===== src/source/g729_pkg.sv =====
`default_nettype none

package g729_pkg;

	////////////////////////////////////////////////////////////
	// Codec word types
	////////////////////////////////////////////////////////////

	typedef logic signed [15:0] word16;
	typedef logic signed [31:0] word32;

	// Upper six bits pick the table region, lower six index into it
	typedef logic [11:0] rom_addr;

	// Saturation limits of the basic operations
	localparam word16 MAX_16 = 16'sh7fff;
	localparam word16 MIN_16 = 16'sh8000;
	localparam word32 MAX_32 = 32'sh7fff_ffff;
	localparam word32 MIN_32 = 32'sh8000_0000;

	////////////////////////////////////////////////////////////
	// Log2 table
	////////////////////////////////////////////////////////////

	localparam rom_addr TABLOG_BASE = 12'h040;
	localparam int TABLOG_SIZE = 33;

	// log2(1 + i/32) in Q15, the last entry clipped to 32767
	localparam word16 TABLOG [TABLOG_SIZE] = '{
		16'sd0,     16'sd1455,  16'sd2866,  16'sd4236,
		16'sd5568,  16'sd6863,  16'sd8124,  16'sd9352,
		16'sd10549, 16'sd11716, 16'sd12855, 16'sd13967,
		16'sd15054, 16'sd16117, 16'sd17156, 16'sd18172,
		16'sd19167, 16'sd20142, 16'sd21097, 16'sd22033,
		16'sd22951, 16'sd23852, 16'sd24735, 16'sd25603,
		16'sd26455, 16'sd27291, 16'sd28113, 16'sd28922,
		16'sd29716, 16'sd30497, 16'sd31266, 16'sd32023,
		16'sd32767
	};

endpackage

`default_nettype wire


===== src/source/l_shl.sv =====
`timescale 1ns/1ns
`default_nettype none

module l_shl
	import g729_pkg::*;
(
	input  logic  clock,
	input  logic  reset,
	input  logic  start,
	input  word32 value,
	input  word16 count,
	output word32 result,
	output logic  done
);

	logic  busy;
	logic  pending;
	logic  overflow;
	word32 work;
	word16 remaining;

	assign pending = remaining > 16'sd0;

	// Next shift would push out a bit unlike the sign
	assign overflow = pending && (work[31] != work[30]);

	assign done = busy && !pending;
	assign result = work;

	always_ff @(posedge clock) begin
		if (reset) begin
			busy <= 1'b0;
		end else if (start) begin
			busy <= 1'b1;
		end else if (done) begin
			busy <= 1'b0;
		end
	end

	always_ff @(posedge clock) begin
		if (start) begin
			work <= value;
			remaining <= count;
		end else if (busy && pending) begin
			if (overflow) begin
				// Saturate and stop early
				work <= work[31] ? MIN_32 : MAX_32;
				remaining <= '0;
			end else begin
				work <= work << 1;
				remaining <= remaining - 16'sd1;
			end
		end
	end

endmodule

`default_nettype wire


===== config.mk =====
export PLATFORM = sky130hd
export DESIGN_NAME = l_shl
export DESIGN_NICKNAME = d
export VERILOG_FILES = /design/src/source/g729_pkg.sv /design/src/source/l_shl.sv
export SDC_FILE = /design/constraint.sdc
export NUM_CORES = 1
export LEC_CHECK = 0
export BUFFER_PORTS_ARGS = -buffer_cell sky130_fd_sc_hd__buf_2
export CAP_MARGIN = 20
export CORE_ASPECT_RATIO = 1.5
export CORE_UTILIZATION = 54
export CTS_BUF_LIST = sky130_fd_sc_hd__clkbuf_8
export DETAILED_ROUTE_END_ITERATION = 6
export PLACE_DENSITY = 0.83
export SLEW_MARGIN = 10
export SYNTH_ARGS = -nofsm -noshare
export SYNTH_HDL_FRONTEND = slang
export SYNTH_SLANG_ARGS = --single-unit

===== constraint.sdc =====
create_clock -name clock -period 3 [get_ports clock]
set_clock_uncertainty 0.05 [all_clocks]
set_input_delay 0.15 -clock clock [delete_from_list [all_inputs] [get_ports clock]]
set_output_delay 0.15 -clock clock [all_outputs]
set_load 0.01 [all_outputs]

==> flow_summary_export.csv <==
group,metric,value,unit
routing,wl_per_cell,15.7,µm
logic_synthesis,yosys_most_used_dff,"edfxtp_1",
logic_synthesis,synth-simple-area-share,13.9,%
power,vdd_drop_max,0.351,mV
timing,setup_viol,0,
logic_synthesis,ys_types,39,
timing,finalCritPeriodShare,81.7,%
place,place_area,0.00327,mm²
critical_path,reg2reg_depth,7,
power,power.leakage,1.38,nW
clock_network,cts_buffers,5,
routing,vias,2237,
logic_synthesis,synth_area_leader_cell,"edfxtp_1",
power,power.density,551,mW/mm²
floorplanning,start_util,57.5,%
logic_synthesis,syn_area,0.00283,mm²
logic_synthesis,synth_top_area_share,50.9,%
critical_path,regToRegSetupSlack,0.57,ns
cells_and_area,drive_gt1_share,42.1,%
global_route,gr-usage-all-layers,23.2,%
clock_network,tritoncts,"built",
clock_network,clock_sinks,49,
cells_and_area,multi_input_area,0.00125,mm²
routing,drcViolationCount,0,
critical_path,r2r_start,"remaining[0]",
critical_path,max_stage_delay,0.52,ns
logic_synthesis,synth_edf_count,48,
routing,via_per_inst,5.68,
place,gp_congestion,0.793,
clock_network,hold_buffers,1,
clock_network,post_cts_resized,0,
timing,hold_violations,0,
floorplanning,chipWidth,61.1,µm
cells_and_area,num_antenna_cells,0,
global_route,grt_start_max_net_pins,49,
cells_and_area,fill_cells,395,
critical_path,cp-start-kind,"flop",
worst_hold_path,hold_depth,3,
timing,fmax,0.408,GHz
floorplanning,die-area,0.00554,mm²
timing,worst_slew_pin_slew,0.607,ns
floorplanning,coreArea,0.00493,mm²
critical_path,path_class,"flop to output pin",
global_route,antenna_found_initial,0,
timing,fin_crit,2.45,ns
logic_synthesis,synth_xor_area_share,4.29,%
clock_network,insertion_delay,0.30,ns
place,dp_hpwl,4.26,mm
critical_path,worstPathRequired,2.80,ns
critical_path,reg2reg_to,"result[23]",
global_route,grt-ovfl-total,0,
global_route,grt_pass1_wl,9.59,mm
cells_and_area,final_area,0.00341,mm²
run,maxCapViolCount,0,
logic_synthesis,synthAdderAreaFrac,0.442,%
logic_synthesis,synth_top_family_by_area,"compound AO/OA/AOI/OAI gates",
logic_synthesis,synth_seq_area_share,51.6,%
logic_synthesis,syn_area_per_cell,11.3,µm²
run_status,status,"complete, no violations",
timing,timing.hold.ws,0.0589,ns
logic_synthesis,async_flop_share,0,%
routing,drt_first_pass_iters,4,
logic_synthesis,ys_top_cells_by_area,"edfxtp_1 51%, o211ai_2 12%, nand2_1 6.8%, o21ai_0 4.4%, o21ai_1 3.4%",
logic_synthesis,syn-num-nets,302,
logic_synthesis,synth-compound-area-share,25.4,%
floorplanning,rows,31,
floorplanning,die_h,90.7,µm
global_route,grt_pass1_vias,2073,
clock_network,cts_root_buf,"clkbuf_8",
timing,rsz0062_at_grt,"false",
cells_and_area,fin_nets,379,
worst_hold_path,worstHoldStart,"value[0]",
logic_synthesis,synth_mux_area_share,0,%
worst_hold_path,worstHoldPathType,"input pin to flop",
routing,drtAntennaViolNets,0,
critical_path,end_kind,"output pin",
cells_and_area,regArea,0.00146,mm²
logic_synthesis,ys_seq_elements,49,
worst_hold_path,holdPathEnd,"result[0]",
floorplanning,io_pins,84,
clock_network,clk_pin_slew,0.09,ns
clock_network,h-tree-depth,2,
logic_synthesis,yosysWarnings,0,
timing,drv_slew,0,
timing,maxSlewHeadroom,59.3,%
critical_path,crit_arrival,2.25,ns
place,port_buffers,83,
routing,first_iter_violations,111,
logic_synthesis,synthCells,250,
critical_path,path_max_fanout,35,
clock_network,cts_post_setup_buffers_inserted,0,
critical_path,crit_slowest_cell,"a41o_4",
clock_network,clockBufferDepth,2,
timing,finalSetupTns,0,ns
routing,wl,6.18,mm
critical_path,path_cells,"inv_1, ha_1, nor4b_4, a41o_4, and2_1, buf_2",
cells_and_area,area_growth_syn_to_layout,20.6,%
[cells in the final DEF, fill, tap and decap left out, types with 4 or more instances in the layout]
master / count
buf_4: 4
o211ai_2: 27
o21ai_1: 19
xor2_1: 8
clkbuf_8: 5
o21ai_0: 25
buf_2: 82
edfxtp_1: 48
xnor2_1: 4
nand2_1: 51
nor2_1: 8
[how the worst max path moves through the flow]
stage	start	end	slack, ns	cells past startpoint
6_report	remaining[0]	done	0.55	6
5_1_grt	remaining[0]	result[1]	0.38	7
4_1_cts	remaining[0]	result[22]	0.47	5
3_5_place_dp	remaining[0]	result[15]	0.48	5
3_3_place_gp	remaining[0]	result[16]	0.59	5
2_1_floorplan	remaining[0]	remaining[0]	0.48	5
[cells in the mapped netlist, types with 4 or more instances]
master    number
nor2_1         8
clkbuf_1      13
edfxtp_1      48
o21ai_0       25
buf_6          5
o211ai_2      27
nand2_1       51
o21ai_1       19
xor2_1         8
xnor2_1        4
[final cells by class]
class | count | share of cell area (%)
timing repair buffer | 89 | 14.4
tap | 66 | 2.42
clock inverter | 3 | 1.36
multi-input combinational | 179 | 36.7
sequential | 49 | 42.8
inverter | 3 | 0.330
clock buffer | 5 | 2.02
[logic make-up after synthesis]
logic type                 Yosys count
AOI/OAI and AO/OA                   87
buffers and inverters               22
adders and majority gates            1
DFF                                 49
and+or+nand+nor                     78
xor gates and xnor gates            13
[metal layers]
metal / vias up / share of wire (%) / GRT usage (%)
met4: 0 / 2.2 / 9.28
met1: 1058 / 39 / 28.1
met3: 15 / 4.8 / 3.44
met5: - / 0 / 0
li1: 1089 / - / -
met2: 75 / 54 / 39.5
[flip-flops by register name (all words and copies together), names as in the netlist]
name,flops
busy,1
remaining,16
result,32
[report_power, final]
group          internal, W  total (W)  switching, W  leakage, nW
clock             0.000250   0.000477      0.000227       0.0543
combinational     0.000191   0.000459      0.000268        0.830
sequential        0.000868   0.000943     0.0000746        0.494
[critical path, delay by kind of cell, from the launching register on]
kind | cells | cell delay [ns]
AOI/OAI and AO/OA | 1 | 0.52
adders and majority gates | 1 | 0.22
DFF | 1 | 0.44
and+or+nand+nor | 2 | 0.56
buffers and inverters | 2 | 0.20
[metrics by stage]
| step | setup WS, ns | total power (W) | util (%) | instances |
|---|---|---|---|---|
| final | 0.550 | 0.00188 | 69.3 | 394 |
| after global routing | 0.384 | 0.00196 | 69.3 | 394 |
| after CTS | 0.465 | 0.00188 | 68.9 | 393 |
| after detailed placement | 0.482 | 0.00141 | 66.3 | 384 |
| after global placement | 0.586 | 0.00140 | 66.3 | 384 |
| after floorplan | 0.478 | 0.00126 | - | 250 |
Power figures use the tool's default switching activity.
