<file path="config.mk">
export PLATFORM = sky130hd
export DESIGN_NAME = basic_op_unit
export DESIGN_NICKNAME = d
export VERILOG_FILES = /design/src/source/g729_pkg.sv /design/src/source/basic_op_unit.sv
export SDC_FILE = /design/constraint.sdc
export NUM_CORES = 1
export LEC_CHECK = 0
export CELL_PAD_IN_SITES_DETAIL_PLACEMENT = 1
export CELL_PAD_IN_SITES_GLOBAL_PLACEMENT = 1
export CORE_MARGIN = 1.5
export CORE_UTILIZATION = 55
export DETAILED_ROUTE_END_ITERATION = 12
export DONT_BUFFER_PORTS = 1
export PLACE_DENSITY_LB_ADDON = 0.1
export SYNTH_ARGS = -nofsm -noshare
export SYNTH_HDL_FRONTEND = slang
export SYNTH_SLANG_ARGS = --single-unit
</file>
<file path="constraint.sdc">
create_clock -name vclk -period 27.9
set_input_delay 5.58 -clock vclk [all_inputs]
set_output_delay 5.58 -clock vclk [all_outputs]
set_load 0.01 [all_outputs]
</file>
<file path="src/source/g729_pkg.sv">
`default_nettype none

package g729_pkg;

	////////////////////////////////////////////////////////////
	// Codec word types
	////////////////////////////////////////////////////////////

	typedef logic signed [15:0] word16;
	typedef logic signed [31:0] word32;

	// Upper six bits pick the table region, lower six index into it
	typedef logic [11:0] rom_addr;

	// Saturation limits of the basic operations
	localparam word16 MAX_16 = 16'sh7fff;
	localparam word16 MIN_16 = 16'sh8000;
	localparam word32 MAX_32 = 32'sh7fff_ffff;
	localparam word32 MIN_32 = 32'sh8000_0000;

	////////////////////////////////////////////////////////////
	// Log2 table
	////////////////////////////////////////////////////////////

	localparam rom_addr TABLOG_BASE = 12'h040;
	localparam int TABLOG_SIZE = 33;

	// log2(1 + i/32) in Q15, the last entry clipped to 32767
	localparam word16 TABLOG [TABLOG_SIZE] = '{
		16'sd0,     16'sd1455,  16'sd2866,  16'sd4236,
		16'sd5568,  16'sd6863,  16'sd8124,  16'sd9352,
		16'sd10549, 16'sd11716, 16'sd12855, 16'sd13967,
		16'sd15054, 16'sd16117, 16'sd17156, 16'sd18172,
		16'sd19167, 16'sd20142, 16'sd21097, 16'sd22033,
		16'sd22951, 16'sd23852, 16'sd24735, 16'sd25603,
		16'sd26455, 16'sd27291, 16'sd28113, 16'sd28922,
		16'sd29716, 16'sd30497, 16'sd31266, 16'sd32023,
		16'sd32767
	};

endpackage

`default_nettype wire

</file>
<file path="src/source/basic_op_unit.sv">
`timescale 1ns/1ns
`default_nettype none

module basic_op_unit
	import g729_pkg::*;
(
	input  word16 add_a,
	input  word16 add_b,
	input  word16 sub_a,
	input  word16 sub_b,
	input  word32 shr_value,
	input  word16 shr_count,
	input  word32 msu_acc,
	input  word16 msu_a,
	input  word16 msu_b,
	output word16 add_result,
	output word16 sub_result,
	output word32 shr_result,
	output word32 msu_result
);

	////////////////////////////////////////////////////////////
	// add and sub, one guard bit each
	////////////////////////////////////////////////////////////

	logic signed [16:0] add_sum;
	logic signed [16:0] sub_diff;
	logic add_overflow;
	logic sub_overflow;

	assign add_sum = {add_a[15], add_a} + {add_b[15], add_b};
	assign add_overflow = add_sum[16] != add_sum[15];
	assign add_result = add_overflow ? (add_sum[16] ? MIN_16 : MAX_16) : add_sum[15:0];

	assign sub_diff = {sub_a[15], sub_a} - {sub_b[15], sub_b};
	assign sub_overflow = sub_diff[16] != sub_diff[15];
	assign sub_result = sub_overflow ? (sub_diff[16] ? MIN_16 : MAX_16) : sub_diff[15:0];

	////////////////////////////////////////////////////////////
	// L_shr
	////////////////////////////////////////////////////////////

	always_comb begin
		if (shr_count >= 16'sd31) begin
			// Only sign bits left
			shr_result = shr_value >>> 5'd31;
		end else if (shr_count <= 16'sd0) begin
			// Sequencer only asks for right shifts
			shr_result = shr_value;
		end else begin
			shr_result = shr_value >>> shr_count[4:0];
		end
	end

	////////////////////////////////////////////////////////////
	// L_msu = L_sub(acc, L_mult(a, b))
	////////////////////////////////////////////////////////////

	word32 raw_product;
	word32 msu_product;
	logic  product_overflow;
	logic signed [32:0] msu_diff;
	logic  msu_overflow;

	assign raw_product = word32'(msu_a) * word32'(msu_b);

	// Only -32768 * -32768 overflows when doubled
	assign product_overflow = raw_product == 32'sh4000_0000;
	assign msu_product = product_overflow ? MAX_32 : raw_product <<< 1;

	assign msu_diff = {msu_acc[31], msu_acc} - {msu_product[31], msu_product};
	assign msu_overflow = msu_diff[32] != msu_diff[31];
	assign msu_result = msu_overflow ? (msu_diff[32] ? MIN_32 : MAX_32) : msu_diff[31:0];

endmodule

`default_nettype wire

</file>
==> results of run 1 <==
final cells by class:
type                            count  area, µm²
Multi-Input combinational cell   1614      14700
Fill cell                        3572      12600
Inverter                          283       1060
Tap cell                          384        480
Timing Repair Buffer                4       30.0
cell usage in the layout (no fill, tap or decap), types with 44 or more instances in the layout:
| cell type | n |
|---|---|
| and2_1 | 143 |
| a21oi_1 | 125 |
| ha_1 | 146 |
| o21ai_0 | 110 |
| fa_1 | 265 |
| nor2_1 | 77 |
| a21o_1 | 44 |
| nand2_1 | 237 |
| inv_1 | 282 |
| xnor2_1 | 49 |
how the worst max path moves through the flow:
stage               cells past startpoint        endpoint  slack [ns]       from
floorplan                              35  msu_result[22]        7.54  msu_a[15]
global placement                       30  msu_result[26]        6.00   msu_b[1]
detailed placement                     28  msu_result[20]        5.29  msu_b[15]
CTS                                    28  msu_result[20]        5.28  msu_b[15]
global route                           28  msu_result[29]        4.26  msu_b[15]
finish                                 28  msu_result[18]        5.12  msu_b[15]
per-stage QoR:
step,hold WS [ns],cell area (µm²),setup slack (ns),cells,util [%]
5_1_grt,11.16,16200,4.26,2285,56.4
6_report,11.16,16200,5.12,2285,56.4
4_1_cts,11.16,16200,5.28,2285,56.4
3_3_place_gp,11.16,16200,6.00,2285,56.4
3_5_place_dp,11.16,16200,5.29,2285,56.4
2_1_floorplan,11.25,16100,7.54,1986,-
logic make-up after synthesis:
family / synth area share, %
AO/OA/AOI/OAI: 18.4
AND/OR/NAND/NOR: 18.6
buffers and inverters: 8.98
multiplexers: 5.09
adder cells (fa/ha/maj): 44.9
XOR/XNOR: 4.08
layer usage:
layer	part of all wire [%]	track usage, %	routed length (µm)	up-vias
li1	-	-	-	6471
met1	37	35.9	18100	7163
met2	54	61.4	26400	445
met3	3.8	2.10	1850	125
met4	4.5	13.0	2170	0
met5	0	0	0	-
==> impl_metrics.ini, run 1 <==
[sta]
rsz0062_at_grt = false
timing.final.crit_share_pct = 81.7
worst_slew_margin_rel_pct = 13.5
tns_ns = 0
setup_viol = 0
worst_slew_pin_slew_ns = 1.30
slew_viol_final = 0
fmax_mhz = 43.9
post-route-min-period_ns = 22.78
hold_violations = 0

[finish]
n_clock_buffer = 0
design.seq.count = 0
drive_gt1_share_pct = 3.63
num-nets-final = 2490
syn_to_final_growth_pct = 0.902
seq_area_um2 = 0
antenna_cells = 0

[floorplan]
dieArea_um2 = 30300
io_pins = 272
initial_utilization_pct = 55.9
coreArea_um2 = 28800
fp-row-count = 62
die_y_um = 174
die_w_um = 174

[setup_path]
cpMostUsedCell = fa_1
start_kind = primary input
worst_setup_path_end_kind = output pin
path_buf_inv = 1
cp.arrival_ns = 17.20
critical_path_class = primary input to output pin
critical_path.top_delay_family = compound AO/OA/AOI/OAI gates
critPathMaxFanout = 31
max_stage_delay_ns = 1.09
crit_required_ns = 22.32
crit_slowest_cell = and4_1

[grt]
antenna_found_initial = 0
grt_overflow = 0
grt_max_degree = 50
grt_pass1_vias = 15700
track_usage_pct = 31.7
grt_pass1_wl_um = 78400

[synthesis]
synth_top_area_share_pct = 33.0
ys_warn_count = 0
synth_area_um2 = 16100
synth.most_common_cell = inv_1
synth_top_area_cell = fa_1
ys_types = 81
ys_seq_area_share_pct = 0
netlist_top_cells_area = fa_1 (33%), ha_1 (11%), inv_1 (6.6%), and2_1 (5.6%), nand2_1 (5.5%)
syn-num-nets = 2573
synthCells = 1986
ys_top_cells_by_count = inv_1 (282), fa_1 (265), nand2_1 (237)
avgSynthCellArea_um2 = 8.10

[min_path]
min-delay-start = shr_value[31]
hp-class = primary input to output pin
whs_endpoint = shr_result[31]
worst_hold_path.num_cells = 0

[routing]
ant_nets = 0
first_pass_iters = 5
wl_um = 48400
drtIter0Drc = 575
drc_errors = 0
vias = 14200
routedWlPerCell_um = 21.2
via_per_inst = 6.22

[status]
outcome = finished, final reports clean

[clock_tree]
post_cts_buffers = 0
cts_resized = 0
cts_hold_buf = 0

[place]
gp_congestion = 0.919
port-buffer-count = 0
place_hpwl_um = 41200

[run]
max_cap_viol_count = 0
Power of run 1 is left out: the tool's default activity adds up to more than one toggle a clock period on the data nets, which glitch-free logic cannot reach.
==> run 2, diff against run 1 <==
CORE_UTILIZATION = 46   (was 55)
clock period = 19 ns   (was 27.9 ns; I/O delays follow)
==> impl_metrics.ini, run 2 (synthesis gave the netlist of run 1 again) <==
[setup_path]
cpMostUsedCell = fa_1
critical_path.top_delay_family = adder cells
max_stage_delay_ns = 0.89
path_buf_inv = 7
crit_slowest_cell = fa_1
cp.arrival_ns = 14.39
worst_setup_path_end_kind = output pin
startpoint = msu_b[2]
crit_required_ns = 15.20
critPathMaxFanout = 24
critical_path_class = primary input to output pin
start_kind = primary input

[sta]
rsz0062_at_grt = false
setup_viol = 0
hold-worst-slack_ns = 7.60
worst_slew_pin_slew_ns = 1.08
tns_ns = 0
fmax_mhz = 55.0
slew_viol_final = 0
post-route-min-period_ns = 18.19
setup_ws_ns = 0.813
timing.final.crit_share_pct = 95.7
hold_violations = 0
worst_slew_margin_rel_pct = 25.8

[routing]
routedWlPerCell_um = 20.1
drtIter0Drc = 540
via_per_inst = 5.89
vias = 13900
wl_um = 47500
drc_errors = 0
first_pass_iters = 4
ant_nets = 0

[clock_tree]
post_cts_buffers = 0
cts_resized = 0
cts_hold_buf = 0

[floorplan]
fp-row-count = 68
die_y_um = 190
coreArea_um2 = 34500
die_w_um = 190
initial_utilization_pct = 46.7
dieArea_um2 = 36100
io_pins = 272

[place]
pre_cts_ws_ns = 0.827
port-buffer-count = 0
place_hpwl_um = 40800
gp_congestion = 0.882

[grt]
grt_overflow = 0
grt_pass1_wl_um = 76900
grt_max_degree = 50
met3_usage_pct = 1.60
grt_pass1_vias = 15100
grt_util_met2_pct = 50.9
met1_usage_pct = 31.0
busiest_layer = met2
track_usage_pct = 26.2
antenna_found_initial = 0

[run]
max_cap_viol_count = 0

[finish]
syn_to_final_growth_pct = 1.63
mostFrequentLayoutCells = inv_1 (282), fa_1 (265), nand2_1 (237)
antenna_cells = 0
layout_commonest_cell = inv_1
drive_gt1_share_pct = 3.78
num-nets-final = 2494
n_clock_buffer = 0
design.seq.count = 0
seq_area_um2 = 0

[status]
outcome = finished, final reports clean

[min_path]
hp-class = primary input to output pin
min-delay-start = shr_value[31]
==> run 2: cell count changes in the layout (fill, tap and decap cells not counted), sizes merged <==
| cell | change |
|---|---|
| buf | +4 |
==> run 2: per-stage QoR <==
| step | util (%) | std cells | cell area (µm²) |
|---|---|---|---|
| after floorplan | - | 1986 | 16100 |
| after global placement | 47.4 | 2360 | 16300 |
| after detailed placement | 47.4 | 2360 | 16300 |
| after CTS | 47.4 | 2360 | 16300 |
| after global routing | 47.4 | 2360 | 16300 |
| final | 47.4 | 2360 | 16300 |
==> run 2: cell type report <==
cell class | instances | area (µm²)
fill | 4203 | 18100
inverter | 283 | 1060
multi-input combinational | 1614 | 14700
tap | 455 | 569
timing repair buffer | 8 | 60.1
==> run 2: routing by layer <==
metal	vias up	wire [µm]	share of wire, %
met5	-	0	0
li1	6466	-	-
met3	66	1360	2.9
met2	296	26000	55
met1	7079	18800	40
met4	0	1350	2.8
==> run 2: final timing paths <==
path / end / slack [ns] / depth (start not counted)
min: shr_result[31] / 7.60 / 0
max: msu_result[1] / 0.81 / 33
Power of run 2 is left out for the same reason.
