**src/source/g729_pkg.sv**
```systemverilog
`default_nettype none

package g729_pkg;

	////////////////////////////////////////////////////////////
	// Codec word types
	////////////////////////////////////////////////////////////

	typedef logic signed [15:0] word16;
	typedef logic signed [31:0] word32;

	// Upper six bits pick the table region, lower six index into it
	typedef logic [11:0] rom_addr;

	// Saturation limits of the basic operations
	localparam word16 MAX_16 = 16'sh7fff;
	localparam word16 MIN_16 = 16'sh8000;
	localparam word32 MAX_32 = 32'sh7fff_ffff;
	localparam word32 MIN_32 = 32'sh8000_0000;

	////////////////////////////////////////////////////////////
	// Log2 table
	////////////////////////////////////////////////////////////

	localparam rom_addr TABLOG_BASE = 12'h040;
	localparam int TABLOG_SIZE = 33;

	// log2(1 + i/32) in Q15, the last entry clipped to 32767
	localparam word16 TABLOG [TABLOG_SIZE] = '{
		16'sd0,     16'sd1455,  16'sd2866,  16'sd4236,
		16'sd5568,  16'sd6863,  16'sd8124,  16'sd9352,
		16'sd10549, 16'sd11716, 16'sd12855, 16'sd13967,
		16'sd15054, 16'sd16117, 16'sd17156, 16'sd18172,
		16'sd19167, 16'sd20142, 16'sd21097, 16'sd22033,
		16'sd22951, 16'sd23852, 16'sd24735, 16'sd25603,
		16'sd26455, 16'sd27291, 16'sd28113, 16'sd28922,
		16'sd29716, 16'sd30497, 16'sd31266, 16'sd32023,
		16'sd32767
	};

endpackage

`default_nettype wire

```
**src/source/log2_unit.sv**
```systemverilog
`timescale 1ns/1ns
`default_nettype none

module log2_unit
	import g729_pkg::*;
(
	input  logic    clock,
	input  logic    reset,
	input  logic    start,
	input  word32   x,
	input  word16   norm_count,
	input  logic    norm_done,
	input  word32   shl_result,
	input  logic    shl_done,
	input  word16   add_result,
	input  word16   sub_result,
	input  word32   shr_result,
	input  word32   msu_result,
	input  word32   rom_data,
	output logic    done,
	output word16   exponent,
	output word16   fraction,
	output logic    norm_start,
	output word32   norm_value,
	output logic    shl_start,
	output word32   shl_value,
	output word16   shl_count,
	output word16   add_a,
	output word16   add_b,
	output word16   sub_a,
	output word16   sub_b,
	output word32   shr_value,
	output word16   shr_count,
	output word32   msu_acc,
	output word16   msu_a,
	output word16   msu_b,
	output rom_addr rom_read_addr
);

	typedef enum logic [2:0] {
		idle,
		check,
		normalize,
		shift,
		split,
		table_low,
		interpolate,
		finish
	} log2_state;

	log2_state state;

	word32 x_reg;
	word16 norm_shift;
	word16 exp_value;
	word32 shifted;
	word16 table_index;
	word16 weight;
	word16 low_entry;
	logic  non_positive;

	assign non_positive = x_reg[31] || (x_reg == '0);

	////////////////////////////////////////////////////////////
	// State and results
	////////////////////////////////////////////////////////////

	always_ff @(posedge clock) begin
		if (reset) begin
			state <= idle;
			done <= 1'b0;
			exponent <= '0;
			fraction <= '0;
		end else begin
			done <= 1'b0;
			case (state)
				idle: begin
					if (start) begin
						state <= check;
					end
				end
				check: begin
					if (non_positive) begin
						exponent <= '0;
						fraction <= '0;
						done <= 1'b1;
						state <= finish;
					end else begin
						state <= normalize;
					end
				end
				normalize: begin
					if (norm_done) begin
						state <= shift;
					end
				end
				shift: begin
					if (shl_done) begin
						state <= split;
					end
				end
				split: state <= table_low;
				table_low: state <= interpolate;
				interpolate: begin
					exponent <= exp_value;
					fraction <= msu_result[31:16];
					done <= 1'b1;
					state <= finish;
				end
				finish: state <= idle;
				default: state <= idle;
			endcase
		end
	end

	// Working values of the algorithm
	always_ff @(posedge clock) begin
		case (state)
			idle: begin
				if (start) begin
					x_reg <= x;
				end
			end
			normalize: begin
				if (norm_done) begin
					norm_shift <= norm_count;
				end
			end
			shift: begin
				if (shl_done) begin
					// exponent = 30 - exp, L_x >> 9
					exp_value <= sub_result;
					shifted <= shr_result;
				end
			end
			split: begin
				weight <= shr_result[15:0] & 16'h7fff;
				table_index <= sub_result;
			end
			table_low: low_entry <= rom_data[15:0];
			default: ;
		endcase
	end

	////////////////////////////////////////////////////////////
	// Operator operands
	////////////////////////////////////////////////////////////

	always_comb begin
		norm_start = 1'b0;
		norm_value = '0;
		shl_start = 1'b0;
		shl_value = '0;
		shl_count = '0;
		add_a = '0;
		add_b = '0;
		sub_a = '0;
		sub_b = '0;
		shr_value = '0;
		shr_count = '0;
		msu_acc = '0;
		msu_b = '0;
		case (state)
			check: begin
				if (!non_positive) begin
					norm_start = 1'b1;
					norm_value = x_reg;
				end
			end
			normalize: begin
				shl_start = norm_done;
				shl_value = x_reg;
				shl_count = norm_count;
			end
			shift: begin
				sub_a = 16'sd30;
				sub_b = norm_shift;
				shr_value = shl_result;
				shr_count = 16'sd9;
			end
			split: begin
				// i = extract_h(L_x) - 32, a from L_x >> 1
				shr_value = shifted;
				shr_count = 16'sd1;
				sub_a = shifted[31:16];
				sub_b = 16'sd32;
			end
			table_low: begin
				add_a = table_index;
				add_b = 16'sd1;
			end
			interpolate: begin
				// tablog[i] - tablog[i+1]
				sub_a = low_entry;
				sub_b = rom_data[15:0];
				msu_acc = {low_entry, 16'h0000};
				msu_b = weight;
			end
			default: ;
		endcase
	end

	// Ports fed back from operator results the same cycle
	always_comb begin
		msu_a = '0;
		rom_read_addr = '0;
		case (state)
			split: rom_read_addr = {TABLOG_BASE[11:6], sub_result[5:0]};
			table_low: rom_read_addr = {TABLOG_BASE[11:6], add_result[5:0]};
			interpolate: msu_a = sub_result;
			default: ;
		endcase
	end

endmodule

`default_nettype wire

```
**config.mk**
```make
export PLATFORM = sky130hd
export DESIGN_NAME = log2_unit
export DESIGN_NICKNAME = d
export VERILOG_FILES = /design/src/source/g729_pkg.sv /design/src/source/log2_unit.sv
export SDC_FILE = /design/constraint.sdc
export NUM_CORES = 1
export LEC_CHECK = 0
export BUFFER_PORTS_ARGS = -buffer_cell sky130_fd_sc_hd__clkbuf_2
export CAP_MARGIN = 30
export CORE_AREA = 5 5 196 198
export CTS_BUF_LIST = sky130_fd_sc_hd__clkbuf_4 sky130_fd_sc_hd__clkbuf_8 sky130_fd_sc_hd__clkbuf_16
export DETAILED_ROUTE_END_ITERATION = 8
export DIE_AREA = 0 0 201 203
export HOLD_SLACK_MARGIN = 0.12
export PLACE_DENSITY = 0.47
export SYNTH_ARGS = -nofsm -noshare
export SYNTH_HDL_FRONTEND = slang
export SYNTH_SLANG_ARGS = --single-unit
```
**constraint.sdc**
```tcl
create_clock -name clock -period 3.3 [get_ports clock]
set_input_delay 0.165 -clock clock [delete_from_list [all_inputs] [get_ports clock]]
set_output_delay 0.165 -clock clock [all_outputs]
set_load 0.005 [all_outputs]
```
==> results.yml <==
synthesis:
  synth_top_family_by_area: "simple AND/OR/NAND/NOR gates"
  yosysWarningCount: 0
  synth_simple_gate_area_frac: 0.1762
  synthArstFlopShare: 0
  yosys-top-cells-area: "edfxtp_1 (51%), dfxtp_1 (8.6%), and2_1 (8.4%)"
  synth_compound_area_frac: 0.1371
  synth_edf_count: 143
  netlist_instances: 679
  synth_mux_area_frac: 0.008363
  syn_area_um2: 8378
  yosys.area.top_type_share: 0.5125
  synth.largest_area_cell: "edfxtp_1"
  synthAdderAreaFrac: 0
  ys.flop_type: "edfxtp_1"
  synth.avg_cell_area_um2: 12.34
  yosys_register_bits: 179
  yosysSeqAreaShare: 0.5986
  yosysUniqueCellTypes: 40
  synthXorXnorAreaFrac: 0
clock_tree:
  tritoncts.num_buffers: 17
  cts_setup_buffers: 0
  root_buffer: "clkbuf_16"
  clockBufferDepth: 2
  clk_pin_slew_ns: 0.07
  tritoncts: "done"
  cts.sinks: 179
  worstSkewPairLatency_ns: 0.44
  ctsHtreeMaxLevel: 4
global_routing:
  overflow: 0
  antenna_found_initial: 2
  grt_pass1_wl_um: 47310
  grtUsageTotal: 0.1501
  first_global_vias: 7630
  grt_max_degree: 63
worst_setup_path:
  crit_fanout: 28
  path_class: "reg -> out"
  end_kind: "output port"
  crit_arrival_ns: 2.77
  worstPathRequired_ns: 3.13
  cp-start-kind: "register"
pwr:
  power.leakage_nw: 5.892
  clock_power_share: 0.328
  power_frac_seq: 0.452
  finalPower_mw: 6.194
  swShare: 0.2929
  max-vdd-ir-drop_mv: 0.3487
  power.switching_mw: 1.814
  internal-power_mw: 4.380
  p_per_area_nw_per_um2: 487.7
  combPwrFrac: 0.220
floorplanning:
  coreArea_um2: 36350
  die_w_um: 201
  fp.dieArea_um2: 40800
  die_h_um: 203
  initial_core_util: 0.2305
  rows: 70
  io_pins: 516
detailed_routing:
  routed_wl_um: 31900
  first_pass_iters: 4
  vias_per_cell: 4.338
  num_vias: 7362
  drt_first_iter_violations: 375
  wl_per_cell_um: 18.80
  drc: 0
  antenna_left: 0
place:
  port_buffers: 421
  gp_congestion: 0.7829
  placed_area_um2: 10840
  dp_hpwl_um: 23240
final_layout:
  final_layout_size_suffix_gt1_frac: 0.4042
  nNetsFinal: 1427
  area_delta_synth_final_pct: 51.60
  fin_area_um2: 12700
sta:
  whs_ns: 0.2076
  setup_tns_ns: 0
  hold_viol: 0
  fmax_ghz: 0.3403
  period_needed_ns: 2.938
  fin_skew_ns: 0.01084
  post-route-period-util: 0.8904
  slew_viol_final: 0
  slew_headroom: 0.3714
  finalSetupViolations: 0
  rsz0062_at_grt: "no"
  tightest_slew_ns: 0.9416
status:
  status: "complete, no violations"
min_path:
  min_path_type: "in -> reg"
flow_run:
  maxCapViolCount: 0
-- metal layers --
| layer | wire (um) | part of all wire | up-vias | track usage |
|---|---|---|---|---|
| met2 | 16180 | 0.51 | 295 | 0.2630 |
| met1 | 13390 | 0.42 | 3575 | 0.1852 |
| li1 | - | - | 3475 | - |
| met4 | 284 | 0.0089 | 0 | 0.03073 |
| met3 | 2045 | 0.064 | 17 | 0.04296 |
| met5 | 0 | 0 | - | 0 |
-- cells in the mapped netlist, drive strengths merged, types with 2 or more instances --
cell and count:
edfxtp 143, and2 113, buf 80, a22o 47, dfxtp 36, nand2 35
nor2b 33, a22oi 32, and3 32, o2111ai 32, clkbuf 26, nor2 14
a21o 12, nor4 9, mux2i 7, a211o 4, inv 4, o22ai 4
a211oi 2, nand4 2
-- path summary, 6_finish.rpt --
check                from       endpoint  slack, ns  cells past startpoint
max              state[0]  shr_value[12]       0.36                      5
min             norm_done       state[0]       0.21                      4
max reg2reg      state[0]    shifted[12]       0.77                      4
min reg2reg  exp_value[3]    exponent[3]       0.48                      2
-- cell type report --
type / count / area, um2
Antenna cell: 2 / 5.005
Clock buffer: 21 / 467.9
Clock inverter: 11 / 101.3
Fill cell: 3675 / 23650
Inverter: 5 / 18.77
Multi-Input combinational cell: 440 / 2927
Sequential cell: 179 / 5015
Tap cell: 468 / 585.6
Timing Repair Buffer: 571 / 3581
-- logic make-up (layout without fill, tap and decap cells) --
kind of cell           after synthesis  count (layout)
flip-flops                         179             179
buffers and inverters              111             608
AO/OA/AOI/OAI                      138             138
AND/OR/NAND/NOR                    243             243
multiplexers                         7               7
other                                1              54
-- power groups by stage --
stage          logic, mW  clock network (mW)  registers, mW
6_report            1.36                2.03           2.80
5_1_grt             1.49                2.21           2.82
4_1_cts             1.39                2.10           2.80
3_5_place_dp        1.26                   0           2.85
3_3_place_gp        1.26                   0           2.85
2_1_floorplan      0.699                   0           2.77
-- cells in the final DEF, fill, tap and decap left out, types with 3 or more instances in the layout --
cell type	synthesis	final
nor2b_1	33	33
dlygate4sd3_1	0	129
and2_1	113	112
inv_1	3	3
clkinvlp_4	0	3
a22oi_1	32	32
nand2_1	34	34
inv_6	0	4
nor2_1	12	9
o22ai_1	4	4
a211o_1	4	4
dfxtp_1	36	36
nor2_4	0	3
nor4_2	8	8
mux2i_1	7	7
conb_1	1	52
clkbuf_2	0	421
buf_4	52	19
edfxtp_1	143	143
clkbuf_16	0	17
o2111ai_1	32	32
a22o_1	47	47
a21o_1	12	12
and3_1	32	32
-- repair_timing --
item,CTS,global route
hold buffers,129,0
hold endpoints to repair,159,0
gates resized for setup,0,0
-- stage by stage --
step	setup WS, ns	utilization	std cells
6_report	0.3617	0.3494	1697
5_1_grt	0.1192	0.3493	1695
4_1_cts	0.2658	0.3493	1695
3_5_place_dp	0.6944	0.2981	1534
3_3_place_gp	0.7198	0.2981	1534
2_1_floorplan	0.6918	-	730
-- worst max-delay path: stages, from the launching register on --
cell	delay (ns)
dfxtp_1	0.94
nand2_1	0.30
nor2_4	0.39
buf_4	0.37
a22o_1	0.20
clkbuf_2	0.12
No activity file was read; power rests on OpenSTA's default activity.
