## src/source/g729_pkg.sv

```systemverilog
`default_nettype none

package g729_pkg;

	////////////////////////////////////////////////////////////
	// Codec word types
	////////////////////////////////////////////////////////////

	typedef logic signed [15:0] word16;
	typedef logic signed [31:0] word32;

	// Upper six bits pick the table region, lower six index into it
	typedef logic [11:0] rom_addr;

	// Saturation limits of the basic operations
	localparam word16 MAX_16 = 16'sh7fff;
	localparam word16 MIN_16 = 16'sh8000;
	localparam word32 MAX_32 = 32'sh7fff_ffff;
	localparam word32 MIN_32 = 32'sh8000_0000;

	////////////////////////////////////////////////////////////
	// Log2 table
	////////////////////////////////////////////////////////////

	localparam rom_addr TABLOG_BASE = 12'h040;
	localparam int TABLOG_SIZE = 33;

	// log2(1 + i/32) in Q15, the last entry clipped to 32767
	localparam word16 TABLOG [TABLOG_SIZE] = '{
		16'sd0,     16'sd1455,  16'sd2866,  16'sd4236,
		16'sd5568,  16'sd6863,  16'sd8124,  16'sd9352,
		16'sd10549, 16'sd11716, 16'sd12855, 16'sd13967,
		16'sd15054, 16'sd16117, 16'sd17156, 16'sd18172,
		16'sd19167, 16'sd20142, 16'sd21097, 16'sd22033,
		16'sd22951, 16'sd23852, 16'sd24735, 16'sd25603,
		16'sd26455, 16'sd27291, 16'sd28113, 16'sd28922,
		16'sd29716, 16'sd30497, 16'sd31266, 16'sd32023,
		16'sd32767
	};

endpackage

`default_nettype wire

```

## src/source/norm_l.sv

```systemverilog
`timescale 1ns/1ns
`default_nettype none

module norm_l
	import g729_pkg::*;
(
	input  logic  clock,
	input  logic  reset,
	input  logic  start,
	input  word32 value,
	output word16 count,
	output logic  done
);

	logic  busy;
	logic  normalized;
	word32 work;

	// Top two bits differ, or nothing left to normalize
	assign normalized = (work[31] != work[30]) || (work == '0);

	// Done straight from the registers so a count of n costs n+1 cycles
	assign done = busy && normalized;

	always_ff @(posedge clock) begin
		if (reset) begin
			busy <= 1'b0;
			count <= '0;
		end else if (start) begin
			busy <= 1'b1;
			count <= '0;
		end else if (busy) begin
			if (normalized) begin
				busy <= 1'b0;
			end else begin
				count <= count + 16'sd1;
			end
		end
	end

	// Working copy, one bit per cycle
	always_ff @(posedge clock) begin
		if (start) begin
			work <= value;
		end else if (busy && !normalized) begin
			work <= work << 1;
		end
	end

endmodule

`default_nettype wire
```

## config.mk

```make
export PLATFORM = sky130hd
export DESIGN_NAME = norm_l
export DESIGN_NICKNAME = d
export VERILOG_FILES = /design/src/source/g729_pkg.sv /design/src/source/norm_l.sv
export SDC_FILE = /design/constraint.sdc
export NUM_CORES = 1
export LEC_CHECK = 0
export BUFFER_PORTS_ARGS = -buffer_cell sky130_fd_sc_hd__buf_4
export CORE_ASPECT_RATIO = 2
export CORE_UTILIZATION = 53
export DETAILED_ROUTE_END_ITERATION = 7
export PLACE_DENSITY = 0.78
export SETUP_SLACK_MARGIN = 0.1
export SLEW_MARGIN = 0
export SYNTH_ARGS = -nofsm -noshare
export SYNTH_HDL_FRONTEND = slang
export SYNTH_SLANG_ARGS = --single-unit
```

## constraint.sdc

```tcl
create_clock -name clock -period 3.3 [get_ports clock]
set_input_delay 0.66 -clock clock [delete_from_list [all_inputs] [get_ports clock]]
set_output_delay 0.66 -clock clock [all_outputs]
set_load 0.01 [all_outputs]
```

==> key figures, run 1 <==
Run status
  • Outcome: finished, final reports clean

Power and ir drop
  • Pwr/cell area: 448 nW/um2
  • Leak: 0.00104 uW
  • Max VDD drop: 0.378 mV

Critical path
  • Critical path arrival: 1.79 ns
  • CP Max Fanout: 9
  • R2R depth: 7
  • CP Class: reg2out
  • Data required time of the critical path: 2.64 ns
  • Critical path launch point type: register
  • Critical Path End Type: output pin

Cells and area
  • Fin util: 68.3%
  • Share of cells above drive strength 1: 44.2%
  • Layout area overhead: 22.5%
  • Multi-input logic area: 976 um2
  • Register area: 1300 um2
  • Filler Cells Inserted: 320
  • Diodes inserted: 0
  • Non-Filler Instances: 285
  • Post-layout net count: 269

Placement
  • RD Place Congestion: 0.809
  • Dpl ws: 1.10 ns
  • Final HPWL from detailed placement: 3530 um
  • IO Port Bufs: 51
  • Placed Cells: 277

Synthesis
  • Mapped Avg Cell Area: 12.9 um2
  • Top cell type's share of synthesized area: 41.3%
  • Synth top area cells: edfxtp_1, dfxtp_1, mux2_2
  • Main synth FF type: edfxtp_1
  • Synth Register Bits: 49
  • Post-synthesis sequential area ratio: 55.9%
  • Yosys cell types: 36
  • Ys Warns: 0
  • Cell Area, Synth: 2330 um2
  • Synth area leader: edfxtp_1
  • Synth cell count leaders: edfxtp_1, mux2_2, dfxtp_1
  • Asr flop ratio synth: 0%
  • Post-Syn Nets: 217
  • Synth Instances: 180
  • Most numerous cell in the Yosys netlist: edfxtp_1
  • Post-synth EDFFs: 32

Clock network
  • Post-cts resize count: 0
  • CTS tree: done
  • Clk buf depth: 2
  • TritonCTS buffer count: 5
  • Worst-path clk slew: 0.09 ns
  • Clk Latency, worst-skew pair: 0.30 ns
  • Setup repair bufs after CTS: 0
  • Hold-fix buffers, CTS: 0
  • Root buf cell: clkbuf_8
  • H-tree Lvls: 2
  • Clock Sinks: 49

Timing
  • TNS Setup: 0 ns
  • Slew @ Worst Pin: 0.817 ns
  • Final setup vio count: 0
  • Highest clock rate: 0.408 GHz
  • Final WS setup: 0.848 ns
  • Max Slew Vio Count: 0
  • Rel. slew slack: 45.5%
  • Fin crit share: 74.3%
  • RSZ-0062 raised after global routing: false
  • Final Skew: 0.00878 ns
  • Hold Vio Cnt, Final: 0
  • Crit path time final: 2.45 ns

Min path
  • Worst hold path type: reg2reg
  • WHS Path Cells: 2

Drt
  • Drt total wl: 4650 um
  • Starting DRC count in detailed routing: 26
  • DRC viols: 0
  • Routed via count: 1649
  • Length of the first detailed-routing pass in iterations: 4
  • Post-DR vias/cell: 5.79
  • Average routed wire per standard cell: 16.3 um
  • Routed Antenna Nets: 0

Global route
  • Initial antenna violation count: 0
  • Global route total overflow: 0
  • Vias in the first global route: 1736
  • Largest net degree at the start of global routing: 37
  • GRT Util Overall: 22.4%
  • First-pass GRT wire length: 7870 um

Flow run
  • Max_cap viols: 0

Floorplan
  • Initial Utilization: 55.8%
  • I/O Pins: 52
  • Chip height: 95.7 um
  • Die X: 48.8 um
  • Area of the die: 4670 um2
  • Site row count: 33
  • Core area: 4170 um2
flip-flops by register name, indices dropped and copies added (netlist names):
register / cells
count: 16
work: 32
busy: 1
where the power goes:
part,switching [uW],internal [uW],total (uW)
clock,198,195,393
combinational,62.0,75.6,138
sequential,30.5,715,745
layout by cell type, fill, tap and decap left out, types with 2 or more instances in the layout:
master      n
edfxtp_1   32
nand2_1     9
buf_4      52
nor4_1      2
o31ai_1     3
inv_1       4
a21oi_1     4
o2111ai_1   3
and2_1      2
nor2_1     11
nand3_1     6
dfxtp_1    17
or3_1       3
clkbuf_8    5
a21oi_2     2
nor4_2      6
nor3_1      3
or4_1       4
mux2_2     30
o21ai_1     4
xor2_1      7
o211ai_1    4
o21a_1      3
ha_1        2
per-stage QoR:
step                      hold WS, ns  instance area [um2]  total power (uW)
final                           0.507                 2850              1280
after global routing            0.523                 2850              1320
after CTS                       0.515                 2850              1290
after detailed placement        0.500                 2750               899
after global placement          0.478                 2750               890
after floorplan                 0.497                 2330               840
area by class of cell:
class	instances	area share (%)
inverter	4	0.527
clock buffer	7	3.42
sequential	49	45.7
multi-input combinational	120	34.2
tap	52	2.28
timing repair buffer	52	13.7
clock inverter	1	0.176
cells by family after synthesis:
kind of cell / share of synthesized area (%)
adder cells (fa/ha/maj): 1.08
multiplexers: 14.5
XOR/XNOR: 2.64
flip-flops: 55.9
buffers and inverters: 2.10
AO/OA/AOI/OAI: 8.39
AND/OR/NAND/NOR: 15.3
per-layer routing:
metal / vias up / share of wire (%) / wire, um / GRT usage (%)
li1: 788 / - / - / -
met1: 799 / 37 / 1720 / 23.8
met2: 53 / 58 / 2680 / 42.6
met3: 9 / 3.3 / 154 / 3.03
met4: 0 / 2.1 / 97 / 10.5
met5: - / 0 / 0 / 0
final timing paths:
check	from	endpoint	slack (ns)
setup reg to reg	work[30]	work[5]	1.12
hold reg to reg	count[15]	count[15]	0.51
setup / recovery	work[30]	done	0.85
hold / removal	count[15]	count[15]	0.51
critical path, cell delays in order (launching register included):
cell      delay (ns)
edfxtp_1        0.36
inv_1           0.08
ha_1            0.14
nor4b_2         0.28
nand4_4         0.24
nor2_1          0.16
o21a_1          0.13
buf_4           0.11
(Power assumes the default switching activity.)
==> run 2, diff against run 1 <==
- clock period: 3.3 -> 2.4 ns (I/O delays scaled with it)
==> key figures, run 2 (synthesis results as in run 1) <==
Timing
  • TNS Setup: 0 ns (unchanged)
  • Final setup vio count: 0 (unchanged)
  • Slew @ Worst Pin: 0.408 ns (-0.410 ns)
  • Fin crit share: 90.3%
  • Hold Vio Cnt, Final: 0 (unchanged)
  • RSZ-0062 raised after global routing: false
  • Rel. slew slack: 72.8% (+27 points)
  • Crit path time final: 2.17 ns
  • Highest clock rate: 0.461 GHz
  • Final Skew: 0.0122 ns (+0.00342 ns)
  • Max Slew Vio Count: 0 (unchanged)

Critical path
  • Critical path launch point type: register
  • Max incr delay on CP: 0.39 ns (+0.03 ns)
  • CP Class: reg2out
  • CP Max Fanout: 3 (-6)
  • Slowest CP cell: edfxtp_1
  • Critical Path End Type: output pin
  • Critical path arrival: 1.69 ns (-0.10 ns)
  • Critical path cell sequence: inv_1 > ha_1 > nor4b_4 > nand4_4 > nor2_1 > o21a_1 > buf_4
  • Data required time of the critical path: 1.92 ns (-0.72 ns)
  • Reg-to-reg setup timing slack: 0.32 ns (-0.80 ns)

Power and ir drop
  • Max VDD drop: 0.526 mV (+39%)
  • Pwr/cell area: 583 nW/um2 (+30%)
  • Leak: 0.00107 uW (+3.1%)

Min path
  • Worst hold path type: in2reg

Floorplan
  • I/O Pins: 52 (unchanged)
  • Area of the die: 4670 um2 (unchanged)
  • Site row count: 33 (unchanged)
  • Die X: 48.8 um (unchanged)
  • Chip height: 95.7 um (unchanged)
  • Core area: 4170 um2 (unchanged)
  • Initial Utilization: 55.8% (unchanged)

Run status
  • Outcome: finished, final reports clean

Global route
  • Largest net degree at the start of global routing: 37 (unchanged)
  • Vias in the first global route: 1651 (-4.9%)
  • First-pass GRT wire length: 7460 um (-5.2%)
  • Initial antenna violation count: 0 (unchanged)
  • GRT Util Overall: 21.7% (-0.71 points)
  • Global route total overflow: 0 (unchanged)

Placement
  • Final HPWL from detailed placement: 3550 um (+0.34%)
  • IO Port Bufs: 51 (unchanged)
  • RD Place Congestion: 0.858 (+6.0%)

Drt
  • Drt total wl: 4850 um (+4.3%)
  • DRC viols: 0 (unchanged)
  • Routed via count: 1659 (+0.61%)
  • Length of the first detailed-routing pass in iterations: 4 (unchanged)
  • Post-DR vias/cell: 5.62 (-2.8%)
  • Routed Antenna Nets: 0 (unchanged)
  • Average routed wire per standard cell: 16.4 um (+0.74%)
  • Starting DRC count in detailed routing: 35 (+35%)

Clock network
  • TritonCTS buffer count: 5 (unchanged)
  • H-tree Lvls: 2 (unchanged)
  • Root buf cell: clkbuf_8
  • Clk buf depth: 2 (unchanged)
  • CTS tree: done
  • Worst-path clk slew: 0.09 ns (about the same)
  • Hold-fix buffers, CTS: 0 (unchanged)
  • Clk Latency, worst-skew pair: 0.30 ns (about the same)
  • Clock Sinks: 49 (unchanged)

Cells and area
  • Layout area overhead: 25.3%
  • Filler Cells Inserted: 312 (-2.5%)
  • Diodes inserted: 0 (unchanged)
  • Register area: 1300 um2 (unchanged)
  • Commonest non-fill, non-tap cell in the layout: buf_4
  • Most flop-heavy register: work
  • Max reg flops: 32 (unchanged)
  • Multi-input logic area: 987 um2 (+1.2%)
  • Share of cells above drive strength 1: 46.1% (+1.9 points)
  • Top Registers: work x32, count x16, busy x1
  • Most frequent cells in the layout: buf_4, edfxtp_1, mux2_2
  • Fin util: 69.9% (+1.5 points)
  • Post-layout net count: 279 (+3.7%)

Flow run
  • Max_cap viols: 0 (unchanged)
-- run 2: changes by cell type in the layout (fill, tap and decap cells not counted) --
cell	change
buf_4	+10
clkbuf_1	+2
clkbuf_16	-1
clkinv_2	-1
nand2b_1	-1
nand2b_2	+1
nor4b_2	-1
nor4b_4	+1
-- run 2: layer usage --
layer  share of wire, %  track usage, %  up-vias
li1                   -               -      806
met1                 35            21.1      782
met2                 57            42.1       57
met3                3.8            3.83       14
met4                3.4            11.5        0
met5                  0               0        -
-- run 2: worst paths after layout --
kind	start	end	cells past startpoint
worst max-delay path	work[30]	done	7
worst min-delay path	reset	busy	2
worst max register to register	work[11]	work[0]	6
worst min register to register	count[15]	count[15]	2
-- run 2: worst max-delay path, delay by kind of cell, from the launching register on --
family	cells	cell delay [ns]
AOI/OAI and AO/OA	1	0.12
buffers and inverters	2	0.19
DFF	1	0.39
adders and majority gates	1	0.14
and+or+nand+nor	3	0.55
-- run 2: power breakdown --
part / switching [uW] / internal (uW) / total (uW)
Clock: 253 / 208 / 461
Combinational: 90.0 / 117 / 207
Sequential: 46.8 / 983 / 1030
Total: 390 / 1310 / 1700
-- run 2: cell type report --
type / count / share of cell area, %
flip-flops and latches: 49 / 44.7
multi-input cells: 120 / 33.9
well taps: 52 / 2.23
clock buffers: 8 / 2.75
inverters: 4 / 0.515
repair buffers: 62 / 16.0
-- run 2: what timing repair did --
item	in CTS	in global routing
pin swaps	2	1
gates cloned	0	0
setup buffers	3	6
setup endpoints to repair	1	34
gates resized for setup	1	0
-- run 2: stage by stage --
stage	hold WS (ns)	total power (uW)	instance area [um2]	instances	worst slack, ns
2_1_floorplan	0.497	1150	2330	180	0.401
3_3_place_gp	0.467	1230	2760	278	0.298
3_5_place_dp	0.479	1240	2760	278	0.210
4_1_cts	0.370	1690	2870	289	0.138
5_1_grt	0.369	1760	2910	295	0.109
6_report	0.371	1700	2910	295	0.232
