`config.mk`:
```
export PLATFORM = sky130hd
export DESIGN_NAME = constant_rom
export DESIGN_NICKNAME = d
export VERILOG_FILES = /design/src/source/g729_pkg.sv /design/src/source/constant_rom.sv
export SDC_FILE = /design/constraint.sdc
export NUM_CORES = 1
export LEC_CHECK = 0
export ABC_CLOCK_PERIOD_IN_PS = 4880
export BUFFER_PORTS_ARGS = -buffer_cell sky130_fd_sc_hd__buf_2
export CAP_MARGIN = 0
export CORE_MARGIN = 2
export CORE_UTILIZATION = 25
export DETAILED_ROUTE_END_ITERATION = 16
export PLACE_DENSITY = 0.45
export SKIP_LAST_GASP = 1
export SLEW_MARGIN = 25
export SYNTH_ARGS = -nofsm -noshare
export SYNTH_HDL_FRONTEND = slang
export SYNTH_SLANG_ARGS = --single-unit
```
`constraint.sdc`:
```
create_clock -name clock -period 4.88 [get_ports clock]
set_input_delay 1.464 -clock clock [delete_from_list [all_inputs] [get_ports clock]]
set_output_delay 1.464 -clock clock [all_outputs]
set_load 0.01 [all_outputs]
```
`src/source/g729_pkg.sv`:
```
`default_nettype none

package g729_pkg;

	////////////////////////////////////////////////////////////
	// Codec word types
	////////////////////////////////////////////////////////////

	typedef logic signed [15:0] word16;
	typedef logic signed [31:0] word32;

	// Upper six bits pick the table region, lower six index into it
	typedef logic [11:0] rom_addr;

	// Saturation limits of the basic operations
	localparam word16 MAX_16 = 16'sh7fff;
	localparam word16 MIN_16 = 16'sh8000;
	localparam word32 MAX_32 = 32'sh7fff_ffff;
	localparam word32 MIN_32 = 32'sh8000_0000;

	////////////////////////////////////////////////////////////
	// Log2 table
	////////////////////////////////////////////////////////////

	localparam rom_addr TABLOG_BASE = 12'h040;
	localparam int TABLOG_SIZE = 33;

	// log2(1 + i/32) in Q15, the last entry clipped to 32767
	localparam word16 TABLOG [TABLOG_SIZE] = '{
		16'sd0,     16'sd1455,  16'sd2866,  16'sd4236,
		16'sd5568,  16'sd6863,  16'sd8124,  16'sd9352,
		16'sd10549, 16'sd11716, 16'sd12855, 16'sd13967,
		16'sd15054, 16'sd16117, 16'sd17156, 16'sd18172,
		16'sd19167, 16'sd20142, 16'sd21097, 16'sd22033,
		16'sd22951, 16'sd23852, 16'sd24735, 16'sd25603,
		16'sd26455, 16'sd27291, 16'sd28113, 16'sd28922,
		16'sd29716, 16'sd30497, 16'sd31266, 16'sd32023,
		16'sd32767
	};

endpackage

`default_nettype wire

```
`src/source/constant_rom.sv`:
```
`timescale 1ns/1ns
`default_nettype none

module constant_rom
	import g729_pkg::*;
(
	input  logic    clock,
	input  rom_addr read_addr,
	output word32   data
);

	logic [5:0] region;
	logic [5:0] table_index;
	logic       in_tablog;

	assign region = read_addr[11:6];
	assign table_index = read_addr[5:0];

	// Region decode, then keep the index inside the 33 entries
	assign in_tablog = (region == TABLOG_BASE[11:6]) && (table_index < TABLOG_SIZE);

	////////////////////////////////////////////////////////////
	// Registered read, one cycle of latency
	////////////////////////////////////////////////////////////

	always_ff @(posedge clock) begin
		if (in_tablog) begin
			data <= word32'(TABLOG[table_index]);
		end else begin
			data <= '0;
		end
	end

endmodule

`default_nettype wire

```
==> flow_metrics.env, run 1 <==
export IMPL_status="finished clean"
export IMPL_routed_wl_um=3470
export IMPL_grt_pass1_wl_um=5570
export IMPL_cp_data_required_time_ns=5.05
export IMPL_cts_path_max_buffers=2
export IMPL_synth_main_ff_cell="dfxtp_1"
export IMPL_die_w_um=81.6
export IMPL_grt_use_total_pct=10.7
export IMPL_fillers=651
export IMPL_routedWlPerCell_um=13.0
export IMPL_clk_pin_slew_ns=0.05
export IMPL_worstPathMaxFanout=32
export IMPL_fin_crit_sh_pct=63.5
export IMPL_ant_nets=0
export IMPL_syn_instance_count=174
export IMPL_regMostFlops="data"
export IMPL_syn_to_final_growth_pct=6.57
export IMPL_die_area_um2=6660
export IMPL_p_leak_nw=0.721
export IMPL_vdd_drop_max_uv=119
export IMPL_avgSynthCellArea_um2=8.65
export IMPL_async_reset_ff_share_pct=0
export IMPL_cts_max_level=1
export IMPL_yosysTopAreaCellShare_pct=20.0
export IMPL_min_path_type="input port to flip-flop"
export IMPL_slew_viol_final=0
export IMPL_endpoint_kind="flip-flop"
export IMPL_synth_edf_count=0
export IMPL_io_pins=45
export IMPL_cts_resized=0
export IMPL_start_util_pct=25.6
export IMPL_clock_sinks=15
export IMPL_dpl_hpwl_um=2600
export IMPL_period_minus_slack_ns=3.10
export IMPL_drt_initial_drc_count=83
export IMPL_final_setup_tns_ns=0
export IMPL_pwr_density_cell_nw_per_um2=194
export IMPL_synthTopCellsByArea="dfxtp_1 20%, ha_1 12%, buf_4 9.5%"
export IMPL_reg_top3="data (15)"
export IMPL_synth_warning_count=0
export IMPL_antenna_found_initial=0
export IMPL_firstDrtPassIters=4
export IMPL_cts_hold_buf=0
export IMPL_cts_buffers=3
export IMPL_maxClockFrequency_ghz=0.323
export IMPL_via_per_inst=4.60
export IMPL_dp_slack_ns=1.55
export IMPL_post_cts_setup_buffers=0
export IMPL_portBuffers=27
export IMPL_synth_largest_area_cell="dfxtp_1"
export IMPL_cts_tree="done"
export IMPL_crit_type="input port to flip-flop"
export IMPL_hold_violations=0
export IMPL_finalSetupViolCount=0
export IMPL_drive_above_1_share_pct=24.5
export IMPL_grt_setup_unrepaired="no"
export IMPL_clock_root_buffer="clkbuf_8"
export IMPL_final_net_count=221
export IMPL_antenna_cells=0
export IMPL_largest_reg_flops=15
export IMPL_cap_violations=0
export IMPL_seqCellArea_um2=300
export IMPL_syn_area_um2=1510
export IMPL_hold_depth=3
export IMPL_maxSlewHeadroom_pct=49.6
export IMPL_rows=28
export IMPL_ys_types=47
export IMPL_cp_start_kind="input port"
export IMPL_multi_input_area_um2=1010
export IMPL_setup_ws_ns=1.78
export IMPL_grt_pass1_vias=1088
export IMPL_cp_arrival_ns=3.27
export IMPL_chipHeight_um=81.6
export IMPL_globalplace_congestion=0.822
export IMPL_seq_area_frac_synth_pct=20.0
export IMPL_ys_ff_latch=15
export IMPL_grt_max_degree=45
export IMPL_gr_total_overflow=0
export IMPL_drc=0
export IMPL_route_vias_total=1228
export IMPL_whs_endpoint="data[8]"
export IMPL_worst_pin_slew_ns=0.756
export IMPL_hp_start="read_addr[5]"
export IMPL_core_area_um2=5890
[cell usage in the layout (no fill, tap or decap), types with 4 or more instances in the layout]
master and instances:
a21oi_1 19, a31oi_1 6, buf_2 27, conb_1 17
dfxtp_1 15, ha_1 15, nand2_1 10, nand2b_1 5
nor2_1 8, nor2b_1 4, nor3_1 5, o21ai_0 10
[logic make-up after synthesis]
family	after synthesis	synth area share [%]
compound gates	63	29.3
xor+xnor	1	0.582
fa+ha+maj	15	12.5
buf+inv	35	17.1
flops	15	20.0
mux	3	3.66
other cells	1	0.249
simple gates	41	16.7
[synth_stat cells (4+ instances only)]
master and instances:
buf_6 7, nor3_1 5, buf_4 19, nor2b_1 4
a31oi_1 6, nor2_1 8, nand2b_1 5, a21oi_1 19
ha_1 15, dfxtp_1 15, nand2_1 10, o21ai_0 10
[worst max-delay path by stage]
stage / cells after the start / start / slack, ns / to
after global placement: 7 / read_addr[2] / 1.57 / data[12]
after floorplan: 6 / read_addr[1] / 2.05 / data[1]
final: 7 / read_addr[2] / 1.78 / data[12]
after CTS: 7 / read_addr[2] / 1.79 / data[12]
after detailed placement: 7 / read_addr[2] / 1.55 / data[12]
after global routing: 7 / read_addr[2] / 1.64 / data[12]
[area by class of cell]
type	count	area share (%)
Multi-Input combinational cell	140	62.8
Sequential cell	15	18.7
Timing Repair Buffer	27	8.42
Tap cell	75	5.85
Clock buffer	4	2.81
Inverter	6	1.40
[critical path, stage by stage]
cell,delay [ns]
buf_2,0.44
inv_2,0.24
ha_1,0.40
nor2b_4,0.05
a311o_1,0.31
a32o_1,0.23
a21oi_2,0.12
[through the flow]
stage | utilization [%] | power [mW] | hold slack, ns | instances | instance area [um2]
after floorplan | - | 0.212 | 1.63 | 190 | 1570
after global placement | 26.5 | 0.223 | 1.85 | 263 | 1560
after detailed placement | 26.5 | 0.220 | 1.84 | 263 | 1560
after CTS | 27.3 | 0.314 | 1.60 | 267 | 1600
after global routing | 27.3 | 0.331 | 1.63 | 267 | 1600
final | 27.3 | 0.311 | 1.61 | 267 | 1600
[routing by layer]
| metal | track usage, % | up-vias | share of wire (%) |
|---|---|---|---|
| met3 | 0.769 | 4 | 5.0 |
| met2 | 15.9 | 38 | 43 |
| met4 | 4.00 | 0 | 1.4 |
| met1 | 16.1 | 554 | 51 |
| met5 | 0 | - | 0 |
| li1 | - | 632 | - |
[report_power, final]
part           internal [mW]  total, mW  leakage [nW]  switching, mW
registers              0.123      0.123         0.121       0.000116
clock network         0.0574     0.0915        0.0228         0.0341
logic                 0.0339     0.0957         0.577         0.0618
total                  0.215      0.311         0.721         0.0961
Power figures use the tool's default switching activity.
==> run 2: changes to the inputs <==
--- a/config.mk
+++ b/config.mk
@@ -5,13 +5,13 @@
 export SDC_FILE = /design/constraint.sdc
 export NUM_CORES = 1
 export LEC_CHECK = 0
-export ABC_CLOCK_PERIOD_IN_PS = 4880
+export ABC_CLOCK_PERIOD_IN_PS = 2800
 export BUFFER_PORTS_ARGS = -buffer_cell sky130_fd_sc_hd__buf_2
 export CAP_MARGIN = 0
 export CORE_MARGIN = 2
 export CORE_UTILIZATION = 25
 export DETAILED_ROUTE_END_ITERATION = 16
-export PLACE_DENSITY = 0.45
+export PLACE_DENSITY = 0.46
 export SKIP_LAST_GASP = 1
 export SLEW_MARGIN = 25
 export SYNTH_ARGS = -nofsm -noshare
==> constraint.sdc (replaced) <==
create_clock -name clock -period 2.8 [get_ports clock]
set_input_delay 0.84 -clock clock [delete_from_list [all_inputs] [get_ports clock]]
set_output_delay 0.84 -clock clock [all_outputs]
set_load 0.01 [all_outputs]
==> run 2 against run 1 <==
Global-route usage increased by 0.27 points. Utilization increased by 0.51 points. Final cell count grew 1.5%. Total power grew 77%. Wire length is 2.2% higher. Critical path type unchanged.
==> flow_metrics.env, run 2 (synthesis results as in run 1) <==
export IMPL_endpoint_kind="flip-flop"
export IMPL_fin_crit_sh_pct=82.6
export IMPL_grt_pass1_wl_um=5700
export IMPL_final_net_count=225
export IMPL_grt_use_total_pct=11.0
export IMPL_routed_wl_um=3550
export IMPL_io_pins=45
export IMPL_drt_initial_drc_count=190
export IMPL_routedWlPerCell_um=13.1
export IMPL_regMostFlops="data"
export IMPL_start_util_pct=25.6
export IMPL_antenna_found_initial=0
export IMPL_drive_above_1_share_pct=26.0
export IMPL_hold_violations=0
export IMPL_cts_max_level=1
export IMPL_grt_pass1_vias=1105
export IMPL_reg_top3="data (15)"
export IMPL_route_vias_total=1234
export IMPL_finalSetupViolCount=0
export IMPL_post_cts_setup_buffers=0
export IMPL_core_area_um2=5890
export IMPL_final_setup_tns_ns=0
export IMPL_setup_ws_ns=0.487
export IMPL_min_path_type="input port to flip-flop"
export IMPL_cp_arrival_ns=2.42
export IMPL_clock_root_buffer="clkbuf_8"
export IMPL_final_util_pct=27.8
export IMPL_maxClockFrequency_ghz=0.432
export IMPL_p_leak_nw=0.739
export IMPL_worst_pin_slew_ns=0.749
export IMPL_largest_reg_flops=15
export IMPL_cts_path_max_buffers=2
export IMPL_dpl_hpwl_um=2690
export IMPL_globalplace_congestion=0.838
export IMPL_finalInstanceArea_um2=1630
export IMPL_final_common_cell="buf_2"
export IMPL_grt_max_degree=45
export IMPL_drc=0
export IMPL_cts_resized=0
export IMPL_via_per_inst=4.55
export IMPL_cts_tree="done"
export IMPL_rows=28
export IMPL_period_minus_slack_ns=2.31
export IMPL_cts_buffers=3
export IMPL_dp_slack_ns=0.236
export IMPL_cp_data_required_time_ns=2.91
export IMPL_clock_sinks=15
export IMPL_cap_violations=0
export IMPL_hold_depth=3
export IMPL_cts_hold_buf=0
export IMPL_slew_viol_final=0
export IMPL_placed_area_um2=1590
export IMPL_portBuffers=27
export IMPL_ant_nets=0
export IMPL_die_area_um2=6660
export IMPL_antenna_cells=0
export IMPL_vdd_drop_max_uv=195
export IMPL_crit_type="input port to flip-flop"
export IMPL_stdcell_count=271
export IMPL_clk_pin_slew_ns=0.05
export IMPL_maxSlewHeadroom_pct=50.1
export IMPL_cp_start_kind="input port"
export IMPL_fillers=648
export IMPL_pwr_density_cell_nw_per_um2=336
export IMPL_worstPathMaxFanout=11
export IMPL_place_inst=267
export IMPL_gr_total_overflow=0
export IMPL_die_w_um=81.6
export IMPL_grt_setup_unrepaired="no"
export IMPL_chipHeight_um=81.6
export IMPL_firstDrtPassIters=4
export IMPL_syn_to_final_growth_pct=8.56
export IMPL_final_cell_mix="27 x buf_2, 19 x a21oi_1, 17 x conb_1"
export IMPL_status="finished clean"
==> run 2: cell types whose count changed in the layout (fill, tap and decap cells not counted), sizes merged <==
cell,change
buf,+4
==> run 2: power by group <==
part / switching (mW) / total, mW / internal [mW]
clock: 0.0624 / 0.163 / 0.100
sequential: 0.000199 / 0.215 / 0.215
combinational: 0.109 / 0.171 / 0.0621
total: 0.171 / 0.548 / 0.377
==> run 2: worst max-delay path: stages <==
cell      delay, ns
buf_2          0.21
inv_1          0.18
ha_1           0.44
mux4_2         0.48
nor3_1         0.19
a211oi_2       0.08
==> run 2: layer usage <==
layer / share of wire, % / vias up / GRT usage [%]
li1: - / 637 / -
met1: 49 / 538 / 16.8
met2: 43 / 54 / 16.2
met3: 6.3 / 5 / 0.659
met4: 1.2 / 0 / 3.67
met5: 0 / - / 0
==> run 2: path summary, 6_finish.rpt <==
path / start / endpoint / slack, ns
worst max-delay path: read_addr[1] / data[1] / 0.49
worst min-delay path: read_addr[7] / data[12] / 0.97
==> run 2: final cells by class <==
cell class	instances	area, um2	share of cell area [%]
Multi-Input combinational cell	140	1010	61.6
Inverter	6	22.5	1.38
Clock buffer	4	45.0	2.76
Tap cell	75	93.8	5.74
Sequential cell	15	300	18.4
Timing Repair Buffer	31	165	10.1
==> run 2: stage by stage <==
step / total power [mW] / hold slack [ns]
2_1_floorplan: 0.370 / 1.01
6_report: 0.548 / 0.970
3_3_place_gp: 0.393 / 1.21
4_1_cts: 0.554 / 0.966
3_5_place_dp: 0.388 / 1.23
5_1_grt: 0.583 / 0.979
